## src/verilog/mbus_bridge_pkg.sv

```systemverilog
// Shared constants, response codes and controller states for the bus bridge
package mbus_bridge_pkg;

	// Leading bytes of the two outbound message types
	localparam logic [7:0] rx_flag_byte = 8'h42;
	localparam logic [7:0] ack_flag_byte = 8'h41;

	localparam int word_bytes = 4;
	localparam int header_bytes = 2;

	// Bit positions inside the rx status byte
	localparam int status_fail_bit = 1;
	localparam int status_bcast_bit = 0;

	typedef enum logic [7:0] {
		ack_ok = 8'd0,
		nak_tx_fail = 8'd1,
		nak_malformed = 8'd2
	} resp_code_e;

	typedef enum logic [3:0] {
		idle,
		tx_addr,
		tx_data,
		tx_req,
		tx_wait_drop,
		tx_resp,
		rx_flag,
		rx_tag,
		rx_word,
		rx_ack_drop,
		rx_status,
		respond
	} ctrl_state_e;

endpackage

```

## src/verilog/byte_stream_if.sv

```systemverilog
// Framed valid/ready byte stream between blocks of the bridge
`timescale 1ns/100ps

interface byte_stream_if;
	logic [7:0] data;
	logic valid;
	logic last;
	logic ready;

	modport source (
		output data,
		output valid,
		output last,
		input ready
	);

	modport sink (
		input data,
		input valid,
		input last,
		output ready
	);
endinterface

```

## src/verilog/frame_header_decoder.sv

```systemverilog
// Header decoder, strips event id and flag byte off host frames and passes the payload on
`timescale 1ns/100ps

module frame_header_decoder (
	input logic clk,
	input logic reset,
	input logic [7:0] host_in_data,
	input logic host_in_valid,
	input logic host_in_last,
	output logic host_in_ready,
	byte_stream_if.source payload,
	output logic header_done,
	output logic [7:0] event_id,
	output logic is_fragment_flag,
	input logic header_clear
);
	import mbus_bridge_pkg::*;

	logic hdr_cnt;
	logic payload_ended;
	logic hdr_accept;

	assign hdr_accept = ~header_done & host_in_valid;

	// Payload rides straight through once the header is in
	assign payload.data = host_in_data;
	assign payload.last = host_in_last;
	assign payload.valid = header_done & ~payload_ended & host_in_valid;
	assign host_in_ready = header_done ? (payload.ready & ~payload_ended) : 1'b1;

	always_ff @(posedge clk) begin
		if (reset) begin
			hdr_cnt <= 1'b0;
			header_done <= 1'b0;
			payload_ended <= 1'b0;
		end else if (header_clear) begin
			hdr_cnt <= 1'b0;
			header_done <= 1'b0;
			payload_ended <= 1'b0;
		end else begin
			if (hdr_accept) begin
				// A frame that ends within its header is thrown away
				if (host_in_last) begin
					hdr_cnt <= 1'b0;
				end else if (hdr_cnt == 1'(header_bytes - 1)) begin
					hdr_cnt <= 1'b0;
					header_done <= 1'b1;
				end else begin
					hdr_cnt <= hdr_cnt + 1'b1;
				end
			end
			if (payload.valid && payload.ready && payload.last)
				payload_ended <= 1'b1;
		end
	end

	// Fragment flag is bit 0 of the flag byte
	always_ff @(posedge clk) begin
		if (hdr_accept) begin
			if (hdr_cnt == 1'b0)
				event_id <= host_in_data;
			else
				is_fragment_flag <= host_in_data[0];
		end
	end

endmodule

```

## src/verilog/ack_generator.sv

```systemverilog
// ACK/NAK generator, sends flag byte, event id and response code as one frame
`timescale 1ns/100ps

module ack_generator (
	input logic clk,
	input logic reset,
	input logic resp_start,
	input mbus_bridge_pkg::resp_code_e resp_code,
	input logic [7:0] resp_eid,
	output logic resp_busy,
	byte_stream_if.source msg
);
	import mbus_bridge_pkg::*;

	logic [1:0] byte_idx;
	resp_code_e code_q;
	logic [7:0] eid_q;
	logic msg_xfer;

	assign msg_xfer = msg.valid & msg.ready;
	assign msg.valid = resp_busy;
	assign msg.last = (byte_idx == 2'd2);

	always_comb begin
		case (byte_idx)
			2'd0: msg.data = ack_flag_byte;
			2'd1: msg.data = eid_q;
			default: msg.data = code_q;
		endcase
	end

	always_ff @(posedge clk) begin
		if (reset) begin
			resp_busy <= 1'b0;
			byte_idx <= 2'd0;
		end else if (resp_start && !resp_busy) begin
			resp_busy <= 1'b1;
			byte_idx <= 2'd0;
		end else if (msg_xfer) begin
			if (msg.last)
				resp_busy <= 1'b0;
			byte_idx <= byte_idx + 2'd1;
		end
	end

	always_ff @(posedge clk) begin
		if (resp_start && !resp_busy) begin
			code_q <= resp_code;
			eid_q <= resp_eid;
		end
	end

endmodule

```

## src/verilog/host_frame_merge.sv

```systemverilog
// Outbound merge, locks the host stream to one message frame at a time
`timescale 1ns/100ps

module host_frame_merge (
	input logic clk,
	input logic reset,
	byte_stream_if.sink rx_msg,
	byte_stream_if.sink ack_msg,
	output logic [7:0] host_out_data,
	output logic host_out_valid,
	output logic host_out_last,
	input logic host_out_ready
);

	logic locked;
	logic sel_ack;
	logic grant_ack;

	// ACK messages win when both sources wait at a boundary
	assign grant_ack = locked ? sel_ack : ack_msg.valid;

	assign host_out_valid = grant_ack ? ack_msg.valid : rx_msg.valid;
	assign host_out_data = grant_ack ? ack_msg.data : rx_msg.data;
	assign host_out_last = grant_ack ? ack_msg.last : rx_msg.last;

	assign ack_msg.ready = grant_ack & host_out_ready;
	assign rx_msg.ready = ~grant_ack & host_out_ready;

	// Lock as soon as a byte is offered so a stalled byte never changes
	always_ff @(posedge clk) begin
		if (reset) begin
			locked <= 1'b0;
			sel_ack <= 1'b0;
		end else if (host_out_valid && host_out_ready && host_out_last) begin
			locked <= 1'b0;
		end else if (host_out_valid) begin
			locked <= 1'b1;
			sel_ack <= grant_ack;
		end
	end

endmodule

```

## src/verilog/mbus_bridge_ctrl.sv

```systemverilog
// Bridge controller, assembles tx words, runs layer handshakes and serializes rx messages
`timescale 1ns/100ps

module mbus_bridge_ctrl (
	input logic clk,
	input logic reset,
	byte_stream_if.sink payload,
	input logic header_done,
	input logic [7:0] event_id,
	output logic header_clear,
	byte_stream_if.source rx_msg,
	output logic resp_start,
	output mbus_bridge_pkg::resp_code_e resp_code,
	output logic [7:0] resp_eid,
	input logic resp_busy,
	input logic [7:0] time_tag,
	output logic tag_incr,
	output logic [31:0] tx_addr,
	output logic [31:0] tx_data,
	output logic tx_pend,
	output logic tx_req,
	input logic tx_ack,
	input logic tx_succ,
	input logic tx_fail,
	output logic tx_resp_ack,
	input logic [31:0] rx_addr,
	input logic [31:0] rx_data,
	input logic rx_req,
	input logic rx_pend,
	input logic rx_fail,
	input logic rx_broadcast,
	output logic rx_ack
);
	import mbus_bridge_pkg::*;

	// tx_addr, tx_data and tx_req states share names with layer ports, so use package scope
	ctrl_state_e state, state_next;
	logic [1:0] rx_req_sync, succ_sync, fail_sync;
	logic rx_req_s, tx_succ_s, tx_fail_s;
	logic [1:0] cnt;
	logic [3:0] byte_cnt;
	logic [63:0] sr;
	logic first_word, rx_pend_q, fail_acc, bcast_acc;
	logic [7:0] status_byte;
	logic pay_xfer, rx_xfer, word_done, ser_busy, rx_load, malformed;

	assign rx_req_s = rx_req_sync[1];
	assign tx_succ_s = succ_sync[1];
	assign tx_fail_s = fail_sync[1];
	assign pay_xfer = payload.valid & payload.ready;
	assign rx_xfer = rx_msg.valid & rx_msg.ready;
	assign word_done = (cnt == 2'(word_bytes - 1));
	assign ser_busy = (byte_cnt != 4'd0);
	assign rx_load = (state == rx_word) & rx_req_s & ~ser_busy;
	// Last byte inside the address or mid-word means a bad frame
	assign malformed = pay_xfer & payload.last &
		((state == mbus_bridge_pkg::tx_addr) |
		((state == mbus_bridge_pkg::tx_data) & ~word_done));

	assign payload.ready = (state == mbus_bridge_pkg::tx_addr) |
		(state == mbus_bridge_pkg::tx_data);
	assign tx_req = (state == mbus_bridge_pkg::tx_req);
	assign rx_ack = (state == rx_ack_drop);
	assign resp_start = (state == respond) & ~resp_busy;
	assign header_clear = resp_start;
	assign resp_eid = event_id;

	always_comb begin
		status_byte = 8'h00;
		status_byte[status_fail_bit] = fail_acc;
		status_byte[status_bcast_bit] = bcast_acc;
	end

	// Outbound rx message byte
	always_comb begin
		rx_msg.valid = 1'b0;
		rx_msg.last = 1'b0;
		rx_msg.data = sr[63:56];
		case (state)
			rx_flag: begin
				rx_msg.valid = 1'b1;
				rx_msg.data = rx_flag_byte;
			end
			rx_tag: begin
				rx_msg.valid = 1'b1;
				rx_msg.data = time_tag;
			end
			rx_word, rx_ack_drop: rx_msg.valid = ser_busy;
			rx_status: begin
				rx_msg.valid = 1'b1;
				if (!ser_busy) begin
					rx_msg.data = status_byte;
					rx_msg.last = 1'b1;
				end
			end
			default: rx_msg.valid = 1'b0;
		endcase
	end

	always_comb begin
		state_next = state;
		case (state)
			idle: begin
				// Incoming rx traffic goes ahead of a waiting transmit
				if (rx_req_s)
					state_next = rx_flag;
				else if (header_done)
					state_next = mbus_bridge_pkg::tx_addr;
			end
			mbus_bridge_pkg::tx_addr: begin
				if (malformed)
					state_next = respond;
				else if (pay_xfer && word_done)
					state_next = mbus_bridge_pkg::tx_data;
			end
			mbus_bridge_pkg::tx_data: begin
				if (malformed)
					state_next = respond;
				else if (pay_xfer && word_done)
					state_next = mbus_bridge_pkg::tx_req;
			end
			mbus_bridge_pkg::tx_req: if (tx_ack) state_next = tx_wait_drop;
			tx_wait_drop: begin
				if (!tx_ack)
					state_next = tx_pend ? mbus_bridge_pkg::tx_data : tx_resp;
			end
			tx_resp: if (tx_succ_s || tx_fail_s) state_next = respond;
			respond: if (!resp_busy) state_next = idle;
			rx_flag: if (rx_xfer) state_next = rx_tag;
			rx_tag: if (rx_xfer) state_next = rx_word;
			rx_word: if (rx_load) state_next = rx_ack_drop;
			rx_ack_drop: if (!rx_req_s) state_next = rx_pend_q ? rx_word : rx_status;
			rx_status: if (rx_xfer && !ser_busy) state_next = idle;
			default: state_next = idle;
		endcase
	end

	always_ff @(posedge clk) begin
		if (reset) begin
			state <= idle;
			rx_req_sync <= 2'b00;
			succ_sync <= 2'b00;
			fail_sync <= 2'b00;
			tag_incr <= 1'b0;
			tx_resp_ack <= 1'b0;
			tx_pend <= 1'b0;
			cnt <= 2'd0;
			byte_cnt <= 4'd0;
			first_word <= 1'b1;
			rx_pend_q <= 1'b0;
			fail_acc <= 1'b0;
			bcast_acc <= 1'b0;
		end else begin
			state <= state_next;
			rx_req_sync <= {rx_req_sync[0], rx_req};
			succ_sync <= {succ_sync[0], tx_succ};
			fail_sync <= {fail_sync[0], tx_fail};
			tag_incr <= (state == rx_tag) & rx_xfer;
			tx_resp_ack <= (state == tx_resp) & (tx_succ_s | tx_fail_s);
			if (state == idle)
				cnt <= 2'd0;
			else if (pay_xfer)
				cnt <= word_done ? 2'd0 : cnt + 2'd1;
			// More payload after a full word means the word is pending
			if ((state == mbus_bridge_pkg::tx_data) && pay_xfer && word_done)
				tx_pend <= ~payload.last;
			if (state == idle) begin
				first_word <= 1'b1;
				fail_acc <= 1'b0;
				bcast_acc <= 1'b0;
			end else if (rx_load) begin
				first_word <= 1'b0;
				rx_pend_q <= rx_pend;
				fail_acc <= fail_acc | rx_fail;
				bcast_acc <= bcast_acc | rx_broadcast;
			end
			if (rx_load)
				byte_cnt <= first_word ? 4'(2 * word_bytes) : 4'(word_bytes);
			else if (rx_xfer && ser_busy)
				byte_cnt <= byte_cnt - 4'd1;
		end
	end

	always_ff @(posedge clk) begin
		if (pay_xfer && state == mbus_bridge_pkg::tx_addr)
			tx_addr <= {tx_addr[23:0], payload.data};
		if (pay_xfer && state == mbus_bridge_pkg::tx_data)
			tx_data <= {tx_data[23:0], payload.data};
		// Address goes out only with the first word of a message
		if (rx_load)
			sr <= first_word ? {rx_addr, rx_data} : {rx_data, 32'h0000_0000};
		else if (rx_xfer && ser_busy)
			sr <= {sr[55:0], 8'h00};
		if (malformed)
			resp_code <= nak_malformed;
		else if (state == tx_resp && (tx_succ_s || tx_fail_s))
			resp_code <= tx_fail_s ? nak_tx_fail : ack_ok;
	end

endmodule

```

## src/verilog/mbus_bridge_top.sv

```systemverilog
// Bridge top level, host byte streams on one side and layer controller words on the other
`timescale 1ns/100ps

module mbus_bridge_top (
	input logic clk,
	input logic reset,
	input logic [7:0] host_in_data,
	input logic host_in_valid,
	input logic host_in_last,
	output logic host_in_ready,
	output logic [7:0] host_out_data,
	output logic host_out_valid,
	output logic host_out_last,
	input logic host_out_ready,
	input logic [7:0] time_tag,
	output logic tag_incr,
	output logic [31:0] tx_addr,
	output logic [31:0] tx_data,
	output logic tx_pend,
	output logic tx_req,
	input logic tx_ack,
	input logic tx_succ,
	input logic tx_fail,
	output logic tx_resp_ack,
	input logic [31:0] rx_addr,
	input logic [31:0] rx_data,
	input logic rx_req,
	input logic rx_pend,
	input logic rx_fail,
	input logic rx_broadcast,
	output logic rx_ack
);
	import mbus_bridge_pkg::*;

	byte_stream_if hdr_payload ();
	byte_stream_if rx_msg ();
	byte_stream_if ack_msg ();

	logic header_done, header_clear, is_fragment_flag;
	logic [7:0] event_id, resp_eid;
	logic resp_start, resp_busy;
	resp_code_e resp_code;

	frame_header_decoder frame_header_decoder_inst (
		.clk, .reset, .host_in_data, .host_in_valid, .host_in_last, .host_in_ready,
		.payload(hdr_payload.source), .header_done, .event_id, .is_fragment_flag,
		.header_clear
	);

	ack_generator ack_generator_inst (
		.clk, .reset, .resp_start, .resp_code, .resp_eid, .resp_busy,
		.msg(ack_msg.source)
	);

	host_frame_merge host_frame_merge_inst (
		.clk, .reset, .rx_msg(rx_msg.sink), .ack_msg(ack_msg.sink),
		.host_out_data, .host_out_valid, .host_out_last, .host_out_ready
	);

	mbus_bridge_ctrl mbus_bridge_ctrl_inst (
		.clk, .reset, .payload(hdr_payload.sink), .header_done, .event_id, .header_clear,
		.rx_msg(rx_msg.source), .resp_start, .resp_code, .resp_eid, .resp_busy,
		.time_tag, .tag_incr, .tx_addr, .tx_data, .tx_pend, .tx_req, .tx_ack, .tx_succ,
		.tx_fail, .tx_resp_ack, .rx_addr, .rx_data, .rx_req, .rx_pend, .rx_fail,
		.rx_broadcast, .rx_ack
	);

endmodule

```

## config.mk

```make
export PLATFORM = sky130hd
export DESIGN_NAME = mbus_bridge_top
export DESIGN_NICKNAME = d
export VERILOG_FILES = /design/src/verilog/mbus_bridge_pkg.sv /design/src/verilog/byte_stream_if.sv /design/src/verilog/frame_header_decoder.sv /design/src/verilog/ack_generator.sv /design/src/verilog/host_frame_merge.sv /design/src/verilog/mbus_bridge_ctrl.sv /design/src/verilog/mbus_bridge_top.sv
export SDC_FILE = /design/constraint.sdc
export NUM_CORES = 1
export LEC_CHECK = 0
export BUFFER_PORTS_ARGS = -buffer_cell sky130_fd_sc_hd__buf_2
export CORE_ASPECT_RATIO = 0.7
export CORE_MARGIN = 2
export CORE_UTILIZATION = 58
export CTS_CLUSTER_SIZE = 10
export DETAILED_ROUTE_END_ITERATION = 8
export PLACE_DENSITY = 0.86
export REMOVE_ABC_BUFFERS = 1
export SLEW_MARGIN = 40
export SYNTH_ARGS = -nofsm -noshare
export SYNTH_HDL_FRONTEND = slang
export SYNTH_SLANG_ARGS = --single-unit
```

## constraint.sdc

```tcl
create_clock -name clk -period 7.9 [get_ports clk]
set_clock_uncertainty 0.05 [all_clocks]
set_input_delay 0.395 -clock clk [delete_from_list [all_inputs] [get_ports clk]]
set_output_delay 0.395 -clock clk [all_outputs]
set_load 0.05 [all_outputs]
```

Yosys cells after proc, flatten, opt, wreduce, memory -nomap -nowiden
Index checks and enable logic that the tools add are counted.
{ "classes": {"add_sub_neg": 4, "eq_ne": 26, "mux": 42, "bitwise": 32, "n_reduce_logical": 33} }
{ "op_table": {"columns": ["operator", "n"], "rows": [
  ["two-way mux 64 bit", 3],
  ["two-way mux 4 bit", 18],
  ["case mux 4 bit (12 select lines)", 1],
  ["case mux 8 bit (3 select lines)", 1],
  ["AND 1 bit", 17],
  ["equality test 4 x 3 -> 1 bit (second input constant)", 4],
  ["equality test 4 bit (second input constant)", 4],
  ["two-way mux 8 bit", 2],
  ["case mux 8 bit (2 select lines)", 1],
  ["logical AND 1 bit", 12],
  ["two-way mux 1 bit", 12],
  ["AND reduction 12 bit", 1],
  ["inequality test 2 x 1 -> 1 bit (second input constant)", 5],
  ["NOT 1 bit", 10],
  ["OR reduction 2 bit", 5],
  ["equality test 4 x 2 -> 1 bit (second input constant)", 2],
  ["inequality test 2 bit (second input constant)", 4],
  ["AND reduction 2 bit", 4],
  ["inequality test 3 x 1 -> 1 bit (second input constant)", 2],
  ["nonzero test 2 bit", 3],
  ["OR 1 bit", 5],
  ["adder 2 x 1 -> 2 bit (second input constant)", 2],
  ["equality test 2 bit (second input constant)", 2],
  ["equality test 4 x 1 -> 1 bit (second input constant)", 1],
  ["other kinds (14)", 16]
]} }
{ "totals": {"regBits": 191, "input_bits": 92, "output_inout_bits": 80, "wordCells": 164} }

Logic depth before layout (Yosys ltp)
Gate-level depths: netlist of run 1.
{ "logic_depth": {"ltp_word": 8, "depth_mapped": 9, "mapped_depth_nobuf": 7} }

Hierarchy
Synthesis of run 1 repeated with hierarchy kept, for this count alone.
{ "hier_totals": {"cells_unflattened": 648, "hier_area_um2": 8059.0} }
{ "modules_own_cells": {"columns": ["module", "instances", "cells_each", "area_each_um2", "seq_area_each_um2"], "rows": [
  ["mbus_bridge_ctrl", 1, 530, 6502.5, 4344.2],
  ["ack_generator", 1, 56, 793.3, 540.5],
  ["frame_header_decoder", 1, 36, 493.0, 330.3],
  ["host_frame_merge", 1, 26, 270.3, 40.0]
]} }

Worst setup path after synthesis of run 1
OpenSTA, ideal clock, no wires.
{ "synth_timing": {"path_kind": "reg2reg", "start": "reg mbus_bridge_ctrl_inst.byte_cnt[0]", "end": "reg mbus_bridge_ctrl_inst.sr[0] (enable)", "setup_time_ns": 0.424, "arrival_time_ns": 2.790, "required_ns": 7.426, "setup_slack_ns": 4.636, "stages_incl_launch_ff": 8, "n_path_buf": 2, "period_less_slack_ns": 3.264, "path_cell_list": "dfxtp_1 -> inv_1 -> ha_1 -> nor3b_2 -> nand4_1 -> buf_2 -> clkbuf_1 -> nand2_1"} }
{ "synth_between": {"elab_chain_cells": 5, "word_cells_on_any_way": 7, "classes_between": "1 x mux; 3 x bitwise; 3 x reduce/logical"} }
{ "synth_rtl": {"columns": ["item", "line_no", "source"], "rows": [
  ["start: declaration", "mbus_bridge_ctrl.sv:41", "logic [3:0] byte_cnt;"],
  ["start signal: assignment", "mbus_bridge_ctrl.sv:178", "byte_cnt <= first_word ? 4'(2 * word_bytes) : 4'(word_bytes);"],
  ["start signal: assignment", "mbus_bridge_ctrl.sv:180", "byte_cnt <= byte_cnt - 4'd1;"],
  ["nonzero test 4 bit *", "mbus_bridge_ctrl.sv:53", "assign ser_busy = (byte_cnt != 4'd0);"],
  ["case mux 1 bit (2 select lines)", "mbus_bridge_ctrl.sv:79", "case (state)"],
  ["AND 1 bit", "mbus_bridge_ctrl.sv:51", "assign rx_xfer = rx_msg.valid & rx_msg.ready;"],
  ["logical AND 1 bit", "mbus_bridge_ctrl.sv:192", "else if (rx_xfer && ser_busy)"],
  ["nonzero test 2 bit (no source line) *", null, null],
  ["end signal: assignment", "mbus_bridge_ctrl.sv:191", "sr <= first_word ? {rx_addr, rx_data} : {rx_data, 32'h0000_0000};"],
  ["end signal: assignment", "mbus_bridge_ctrl.sv:193", "sr <= {sr[55:0], 8'h00};"],
  ["end: declaration", "mbus_bridge_ctrl.sv:42", "logic [63:0] sr;"]
]} }
Every way passes the cells marked *; elsewhere a longest branch is shown, timed or not.
A chain may end at the register's enable or synchronous reset.

Final worst setup path of run 1
{ "layout_timing": {"start": "reg mbus_bridge_ctrl_inst.state[2]", "end": "out host_out_data[0]"} }
{ "layout_between": {"elab_chain_cells": 3, "word_cells_on_any_way": 5, "classes_between": "3 x eq/ne; 2 x mux"} }
{ "layout_rtl": {"columns": ["item", "line_no", "source"], "rows": [
  ["start: declaration", "mbus_bridge_ctrl.sv:37", "ctrl_state_e state, state_next;"],
  ["start signal: assignment", "mbus_bridge_ctrl.sv:140", "state <= idle;"],
  ["start signal: assignment", "mbus_bridge_ctrl.sv:154", "state <= state_next;"],
  ["equality test 4 bit / equality test 4 x 3 -> 1 bit (equally long branches)", "mbus_bridge_ctrl.sv:79", null],
  ["case mux 8 bit (3 select lines) *", "mbus_bridge_ctrl.sv:79", null],
  ["two-way mux 8 bit *", "host_frame_merge.sv:23", "assign host_out_data = grant_ack ? ack_msg.data : rx_msg.data;"],
  ["end: declaration", "mbus_bridge_top.sv:11", "output logic [7:0] host_out_data,"]
]} }
Marks and branches as above.

==> flow_summary.json, run 1 <==
{
  "outcome": "finished clean",
  "dpl.hpwl_um": 11600,
  "fmax_mhz": 293,
  "cp.required_ns": 7.46,
  "rsz0062_at_grt": "no",
  "postLayoutCellArea_mm2": 0.00910,
  "place_inst": 907,
  "start_kind": "flop",
  "yosys.area.top_type": "edfxtp_1",
  "setup_ws_ns": 4.49,
  "fill_cells": 870,
  "ff_latch_area_mm2": 0.00505,
  "hp-class": "in -> reg",
  "met1_usage": 0.353,
  "place_area_mm2": 0.00848,
  "io_pins": 172,
  "start_util": 0.599,
  "first_pass_iters": 5,
  "drive_gt1_frac": 0.295,
  "synth_edf_count": 146,
  "ys_top_cells_by_count": "146 x edfxtp_1, 106 x nand2_1, 44 x o21ai_0",
  "antenna_found_initial": 0,
  "synth_area_mm2": 0.00750,
  "yosysWarnings": 0,
  "grt_max_degree": 94,
  "drc": 0,
  "clk_path_buf_depth": 2,
  "wl_per_cell_um": 17.8,
  "wirelength_um": 16700,
  "num_rows": 34,
  "track_usage": 0.243,
  "maxSlewViolCount": 0,
  "leakage_nw": 3.80,
  "cp_max_fo": 20,
  "htreeDepth": 4,
  "cts_hold_buf": 0,
  "crit_chain": "nor2b_1 > and3_1 > a221oi_1 > a21oi_1 > buf_2",
  "ys_seq_area_frac": 0.673,
  "fin_crit_sh": 0.432,
  "clkTransAtPathRegs_ns": 0.08,
  "vias": 5411,
  "power_mw": 2.13,
  "gp_congestion": 0.904,
  "ant_nets": 0,
  "setup_viol": 0,
  "yosysMostFrequentCell": "edfxtp_1",
  "area_delta_synth_final_pct": 21.4,
  "core_mm2": 0.0125,
  "finalHoldViolations": 0,
  "dieArea_mm2": 0.0139,
  "top_usage_layer": "met2",
  "synth_area_per_cell_um2": 12.4,
  "multi_input_area_mm2": 0.00227,
  "met3_usage": 0.0530,
  "synth_top_area_frac": 0.585,
  "powerDensity_mw_per_mm2": 234,
  "portBuffers": 171,
  "grt_pass1_vias": 5253,
  "ys_async_sr_fraction": 0,
  "grt_pass1_wl_um": 26300,
  "slew_headroom": 0.458,
  "fin_cells": 940,
  "ys_ff_latch": 179,
  "clockRootBuffer": "clkbuf_16",
  "arrival_ns": 2.97,
  "numCtsBuffers": 17,
  "synthCells": 604,
  "numClockSinks": 179,
  "worstMarginPinSlew_ns": 0.813,
  "ctsResizeCount": 0,
  "cts_tree": "yes",
  "clk_latency_ns": 0.42,
  "endpoint_kind": "output port",
  "die_h_um": 99.1,
  "final_util": 0.728,
  "synth_cell_types": 63,
  "grtUsageMet2": 0.377,
  "globalRoute.totalOverflow": 0,
  "finalSetupTns_ns": 0,
  "nNetsFinal": 862,
  "cpPeakStageDelay_ns": 0.72,
  "initialDrtViolationCount": 494,
  "post-cts-setup-buffers": 0,
  "ir_drop_mv": 0.200,
  "period_needed_ns": 3.41,
  "ys.flop_type": "edfxtp_1",
  "avgViaCountPerCell": 5.76,
  "fin_hold_ws_ns": 0.124,
  "crit_slowest_cell": "dfxtp_1",
  "dpl_worst_slack_ns": 4.74,
  "synth.area.top_cells": "edfxtp_1 58%, dfxtp_1 8.8%, nand2_1 5.3%",
  "worst-setup-path-type": "reg -> out",
  "die_w_um": 140,
  "drv_cap": 0
}
## critical path, delay by kind of cell, from the launching register on
family / cells / cell delay [ns]
AND/OR/NAND/NOR: 2 / 1.09
buffers and inverters: 1 / 0.32
flip-flops: 1 / 0.72
AO/OA/AOI/OAI: 2 / 0.42
## layout by cell type (no fill, tap or decap), types with 9 or more instances in the layout
master     synthesis  final
and3_1             9      9
mux2i_1           34     34
edfxtp_1         146    146
nand2_1          106    105
o21ai_0           44     44
a21oi_1           27     27
a221oi_1           9      9
nor2_1            29     26
buf_2              9    171
nand3_1           27     27
clkbuf_16          0     17
inv_1             10     10
nor2b_1           10     10
dfxtp_1           33     32
## flip-flops by register name (all words and copies together), names as in the netlist, 2 cells and up
signal and cells:
mbus_bridge_ctrl_inst.tx_addr 32, ack_generator_inst.eid_q 8, mbus_bridge_ctrl_inst.cnt 2, mbus_bridge_ctrl_inst.rx_req_sync 2, mbus_bridge_ctrl_inst.state 4, ack_generator_inst.byte_idx 2, mbus_bridge_ctrl_inst.byte_cnt 4, mbus_bridge_ctrl_inst.resp_code 2
ack_generator_inst.code_q 2, mbus_bridge_ctrl_inst.succ_sync 2, mbus_bridge_ctrl_inst.fail_sync 2, frame_header_decoder_inst.event_id 8, mbus_bridge_ctrl_inst.tx_data 32, mbus_bridge_ctrl_inst.sr 64
## where the power goes
part           internal [mW]  switching [mW]  leakage (nW)  total (mW)
clock                  0.483           0.386         0.296       0.869
combinational         0.0806           0.116          1.89       0.197
sequential              1.03          0.0365          1.62        1.06
total                   1.59           0.538          3.80        2.13
## logic make-up after synthesis
family / share of synthesized area
multiplexers: 0.0529
flip-flops: 0.673
adder cells (fa/ha/maj): 0.0100
AO/OA/AOI/OAI: 0.0960
XOR/XNOR: 0.00234
AND/OR/NAND/NOR: 0.138
buffers and inverters: 0.0275
## layout make-up
type | count | area share
Antenna cell | 1 | 0.000275
Timing Repair Buffer | 178 | 0.102
Multi-Input combinational cell | 378 | 0.250
Tap cell | 162 | 0.0223
Clock buffer | 17 | 0.0467
Sequential cell | 179 | 0.554
Clock inverter | 15 | 0.0208
Inverter | 10 | 0.00412
## layer usage
layer,routed length [um],part of all wire,vias to the layer above
met1,7180,0.43,2585
li1,-,-,2554
met2,7870,0.47,255
met4,191,0.011,0
met3,1450,0.087,17
met5,0,0,-
## path summary, 6_finish.rpt
| kind | startpoint | slack [ns] | endpoint | cells after the start |
|---|---|---|---|---|
| min | host_in_data[3] | 0.12 | frame_header_decoder_inst.event_id[3] | 1 |
| max | mbus_bridge_ctrl_inst.state[2] | 4.49 | host_out_data[0] | 5 |
| max reg2reg | mbus_bridge_ctrl_inst.state[2] | 4.66 | mbus_bridge_ctrl_inst.sr[44] | 5 |
| min reg2reg | frame_header_decoder_inst.event_id[2] | 0.37 | ack_generator_inst.eid_q[2] | 0 |
No activity file was read; power rests on OpenSTA's default activity.
==> run 2, diff against run 1 <==
--- a/config.mk
+++ b/config.mk
@@ -8,10 +8,10 @@
 export BUFFER_PORTS_ARGS = -buffer_cell sky130_fd_sc_hd__buf_2
 export CORE_ASPECT_RATIO = 0.7
 export CORE_MARGIN = 2
-export CORE_UTILIZATION = 58
+export CORE_UTILIZATION = 54
 export CTS_CLUSTER_SIZE = 10
 export DETAILED_ROUTE_END_ITERATION = 8
-export PLACE_DENSITY = 0.86
+export PLACE_DENSITY = 0.81
 export REMOVE_ABC_BUFFERS = 1
 export SLEW_MARGIN = 40
 export SYNTH_ARGS = -nofsm -noshare
==> constraint.sdc (replaced) <==
create_clock -name clk -period 3.5 [get_ports clk]
set_clock_uncertainty 0.05 [all_clocks]
set_input_delay 0.175 -clock clk [delete_from_list [all_inputs] [get_ports clk]]
set_output_delay 0.175 -clock clk [all_outputs]
set_load 0.05 [all_outputs]
==> run 2 against run 1 <==
  * Flip-flop and latch count did not move
  * Die area is 7.1% higher
  * Sequential share of layout area fell by 1.3 points
  * Core utilization fell by 3.0 points
  * Worst setup slack worse by 4.1 ns
  * Sequential power up 130%
  * Critical endpoint is now host_out_data[1]
  * Largest power group unchanged
==> flow_summary.json, run 2 (same netlist as run 1, synthesis figures left out) <==
{
  "nNetsFinal": 884,
  "grt_pass1_vias": 5097,
  "period_needed_ns": 3.12,
  "gp_congestion": 0.908,
  "grt_pass1_wl_um": 26000,
  "cp_max_fo": 7,
  "area_delta_synth_final_pct": 24.4,
  "io_pins": 172,
  "fin_crit_sh": 0.892,
  "maxSlewViolCount": 0,
  "cp.required_ns": 3.27,
  "finalHoldViolations": 0,
  "r2r-end": "mbus_bridge_ctrl_inst.sr[14]",
  "endpoint": "host_out_data[1]",
  "fill_cells": 999,
  "clk_latency_ns": 0.43,
  "cpPeakStageDelay_ns": 0.62,
  "leakage_nw": 3.90,
  "clockRootBuffer": "clkbuf_16",
  "outcome": "finished clean",
  "r2r_cells": 5,
  "vias": 5447,
  "die_w_um": 145,
  "ff_latch_area_mm2": 0.00505,
  "ant_nets": 0,
  "dpl.hpwl_um": 11900,
  "slew_headroom": 0.469,
  "multi_input_area_mm2": 0.00227,
  "arrival_ns": 2.90,
  "drv_cap": 0,
  "fin_hold_ws_ns": 0.00907,
  "avgViaCountPerCell": 5.53,
  "worstMarginPinSlew_ns": 0.796,
  "drc": 0,
  "powerDensity_mw_per_mm2": 505,
  "num_rows": 35,
  "numCtsBuffers": 17,
  "dieArea_mm2": 0.0149,
  "endpoint_kind": "output port",
  "setup_viol": 0,
  "crit_slowest_cell": "o21ai_1",
  "wirelength_um": 17100,
  "largest_reg_flops": 64,
  "clk_path_buf_depth": 2,
  "grt_max_degree": 93,
  "critPathBufInv": 2,
  "wl_per_cell_um": 17.4,
  "regMostFlops": "mbus_bridge_ctrl_inst.sr",
  "reg_top3": "mbus_bridge_ctrl_inst.sr x64, mbus_bridge_ctrl_inst.tx_addr x32, mbus_bridge_ctrl_inst.tx_data x32",
  "core_mm2": 0.0134,
  "hp-class": "in -> reg",
  "post-cts-setup-buffers": 0,
  "crit_start": "mbus_bridge_ctrl_inst.byte_cnt[0]",
  "numClockSinks": 179,
  "start_kind": "flop",
  "final_common_cell": "buf_2",
  "globalRoute.totalOverflow": 0,
  "r2r_slack_ns": 0.77,
  "htreeDepth": 4,
  "cp.depth": 8,
  "portBuffers": 171,
  "clkTransAtPathRegs_ns": 0.08,
  "setup_ws_ns": 0.380,
  "first_pass_iters": 5,
  "ir_drop_mv": 0.319,
  "layout_common_cells": "171 x buf_2, 146 x edfxtp_1, 105 x nand2_1",
  "die_h_um": 103,
  "rsz0062_at_grt": "no",
  "path_delay_family": "compound AO/OA/AOI/OAI gates",
  "dpl_worst_slack_ns": 0.811,
  "r2r_start": "mbus_bridge_ctrl_inst.state[3]",
  "start_util": 0.561,
  "track_usage": 0.235,
  "cts_tree": "yes",
  "fmax_mhz": 320,
  "initialDrtViolationCount": 403,
  "crit_chain": "inv_1 > ha_1 > or3b_1 > nor3_2 > o21ai_1 > a221oi_1 > a21oi_1 > buf_2",
  "worst-setup-path-type": "reg -> out",
  "drive_gt1_frac": 0.293,
  "antenna_found_initial": 1
}
-- run 2: worst min-delay path: stages --
cell and delay [ns]:
buf_2 0.09, nand3_1 0.07, nand2_1 0.06
-- run 2: area by class of cell --
| class | count | area share |
|---|---|---|
| clock inverters | 15 | 0.0170 |
| multi-input cells | 378 | 0.243 |
| clock buffers | 17 | 0.0456 |
| well taps | 185 | 0.0248 |
| repair buffers | 200 | 0.124 |
| flip-flops and latches | 179 | 0.541 |
| diodes | 1 | 0.000268 |
| inverters | 10 | 0.00403 |
-- run 2: how the worst min path moves through the flow --
stage	from	endpoint	slack, ns	cells after the start
floorplan	reset	mbus_bridge_ctrl_inst.state[0]	0.19	1
global placement	host_in_data[6]	mbus_bridge_ctrl_inst.tx_data[6]	0.33	1
detailed placement	host_in_data[6]	mbus_bridge_ctrl_inst.tx_data[6]	0.33	1
CTS	host_in_valid	frame_header_decoder_inst.header_done	0.001	3
global route	rx_data[11]	mbus_bridge_ctrl_inst.sr[11]	0.007	3
finish	rx_data[19]	mbus_bridge_ctrl_inst.sr[19]	0.009	3
-- run 2: timing repair --
item                      CTS  global route
hold endpoints to repair   33             0
resized for setup           0             0
hold buffers               17             0
-- run 2: power by group --
part | internal, mW | leakage, nW | total [mW] | switching, mW
clock | 0.955 | 0.283 | 1.85 | 0.891
combinational | 0.200 | 1.99 | 0.473 | 0.273
sequential | 2.32 | 1.62 | 2.39 | 0.0716
-- run 2: routing by layer --
layer,up-vias,track usage,part of all wire
met5,-,0,0
met3,31,0.0632,0.077
met1,2618,0.338,0.44
li1,2594,-,-
met2,204,0.346,0.46
met4,0,0.0934,0.023
-- run 2: metrics by stage --
stage                     instances  cell area [um^2]  TNS (ns)  power, mW   util
after floorplan                 567              7330   -122.74       2.70      -
after global placement          935              8570         0       2.87  0.641
after detailed placement        935              8570         0       2.88  0.641
after CTS                       984              9320         0       4.73  0.698
after global routing            985              9320         0       4.86  0.698
final                           985              9320         0       4.71  0.698
==> run 3, diff against run 2 <==
--- a/config.mk
+++ b/config.mk
@@ -11,7 +11,7 @@
 export CORE_UTILIZATION = 54
 export CTS_CLUSTER_SIZE = 10
 export DETAILED_ROUTE_END_ITERATION = 8
-export PLACE_DENSITY = 0.81
+export PLACE_DENSITY = 0.76
 export REMOVE_ABC_BUFFERS = 1
 export SLEW_MARGIN = 40
 export SYNTH_ARGS = -nofsm -noshare
==> run 3 against run 2 <==
  * Worst setup slack gained 0.026 ns
  * Global-route usage grew 0.49 points
  * Clock power is essentially flat
  * Count of clock-buffer cells in the layout is the same
  * Worst hold slack gained 0.0085 ns
  * Total power grew 1.1%
  * Register-to-register slack gained 0.05 ns
  * Critical endpoint unchanged
==> flow_summary.json, run 3 (same netlist as run 1, synthesis figures left out) <==
{
  "rsz0062_at_grt": "no",
  "htreeDepth": 4,
  "gp_congestion": 0.876,
  "grt_max_degree": 93,
  "period_needed_ns": 3.09,
  "dieArea_mm2": 0.0149,
  "grt_pass1_vias": 5223,
  "leakage_nw": 3.95,
  "worstMarginPinSlew_ns": 0.770,
  "maxSlewViolCount": 0,
  "drc": 0,
  "clk_latency_ns": 0.43,
  "cp_max_fo": 7,
  "die_h_um": 103,
  "first_pass_iters": 6,
  "clockRootBuffer": "clkbuf_16",
  "clkTransAtPathRegs_ns": 0.07,
  "nNetsFinal": 894,
  "globalRoute.totalOverflow": 0,
  "area_delta_synth_final_pct": 26.0,
  "wl_per_cell_um": 17.5,
  "hp-class": "in -> reg",
  "wirelength_um": 17400,
  "powerDensity_mw_per_mm2": 504,
  "cpPeakStageDelay_ns": 0.52,
  "setup_viol": 0,
  "portBuffers": 171,
  "clk_path_buf_depth": 2,
  "io_pins": 172,
  "grt_pass1_wl_um": 26700,
  "vias": 5533,
  "dpl.hpwl_um": 11700,
  "ctsResizeCount": 0,
  "die_w_um": 145,
  "start_kind": "flop",
  "reg_top3": "mbus_bridge_ctrl_inst.sr x64, mbus_bridge_ctrl_inst.tx_addr x32, mbus_bridge_ctrl_inst.tx_data x32",
  "track_usage": 0.240,
  "avgViaCountPerCell": 5.55,
  "slew_headroom": 0.486,
  "num_rows": 35,
  "ir_drop_mv": 0.332,
  "worst-setup-path-type": "reg -> out",
  "drive_gt1_frac": 0.286,
  "ant_nets": 0,
  "numCtsBuffers": 17,
  "arrival_ns": 2.87,
  "finalHoldViolations": 0,
  "setup_ws_ns": 0.406,
  "drv_cap": 0,
  "outcome": "finished clean",
  "initialDrtViolationCount": 553,
  "post-cts-setup-buffers": 0,
  "largest_reg_flops": 64,
  "numClockSinks": 179,
  "fin_crit_sh": 0.884,
  "layout_common_cells": "171 x buf_2, 146 x edfxtp_1, 105 x nand2_1",
  "start_util": 0.561,
  "cts_hold_buf": 29,
  "endpoint_kind": "output port",
  "postLayoutCellArea_mm2": 0.00945,
  "cts_tree": "yes",
  "fmax_mhz": 323,
  "cp.required_ns": 3.27,
  "crit_slowest_cell": "o21ai_1",
  "core_mm2": 0.0134,
  "place_area_mm2": 0.00854,
  "antenna_found_initial": 4,
  "dpl_worst_slack_ns": 0.951,
  "final_common_cell": "buf_2",
  "crit_chain": "inv_1 > ha_1 > or3b_1 > nor3_2 > o21ai_1 > a221oi_1 > a21oi_1 > buf_2",
  "regMostFlops": "mbus_bridge_ctrl_inst.sr"
}
==> run 3: cell count changes in the layout (fill, tap and decap cells not counted), moves of 2 or more <==
cell and delta:
clkinv_4 +5, buf_4 -3, clkinvlp_4 -2, dlygate4sd3_1 +13, clkinv_2 -2, clkinv_8 -2
diode_2 +2
==> run 3: through the flow <==
step | TNS [ns] | power (mW) | util | hold slack [ns] | std cells
floorplan | -122.74 | 2.70 | - | 0.193 | 567
global placement | 0 | 2.87 | 0.640 | 0.333 | 932
finish | 0 | 4.76 | 0.707 | 0.0176 | 997
CTS | 0 | 4.79 | 0.706 | 0.000521 | 993
detailed placement | 0 | 2.88 | 0.640 | 0.329 | 932
global route | 0 | 4.92 | 0.707 | 0.00175 | 997
==> run 3: path summary, 6_finish.rpt <==
check	start	end	slack (ns)	cells after the start
setup reg to reg	mbus_bridge_ctrl_inst.state[3]	mbus_bridge_ctrl_inst.sr[57]	0.82	5
setup / recovery	mbus_bridge_ctrl_inst.byte_cnt[0]	host_out_data[1]	0.41	8
hold / removal	rx_data[5]	mbus_bridge_ctrl_inst.sr[5]	0.02	2
hold reg to reg	frame_header_decoder_inst.event_id[7]	ack_generator_inst.eid_q[7]	0.37	0
==> run 3: final cells by class <==
type / instances / area, um^2
sequential: 179 / 5050
fill: 963 / 3910
multi-input combinational: 378 / 2270
timing repair buffer: 210 / 1260
clock buffer: 17 / 425
tap: 185 / 231
clock inverter: 15 / 168
inverter: 10 / 37.5
antenna: 3 / 7.51
==> run 3: metal layers <==
layer	global-route usage	part of all wire
met5	0	0.00075
met4	0.0934	0.020
met3	0.0725	0.085
met2	0.364	0.47
met1	0.331	0.42
==> run 3: critical path, delay by kind of cell, from the launching register on <==
family,cells,cell delay (ns)
flops,1,0.37
compound gates,3,0.97
simple gates,2,0.47
fa+ha+maj,1,0.21
buf+inv,2,0.42
==> run 3: where the power goes <==
group | internal (mW) | leakage (nW) | switching [mW]
Clock | 1.02 | 0.292 | 0.867
Combinational | 0.209 | 2.03 | 0.280
Sequential | 2.32 | 1.62 | 0.0704
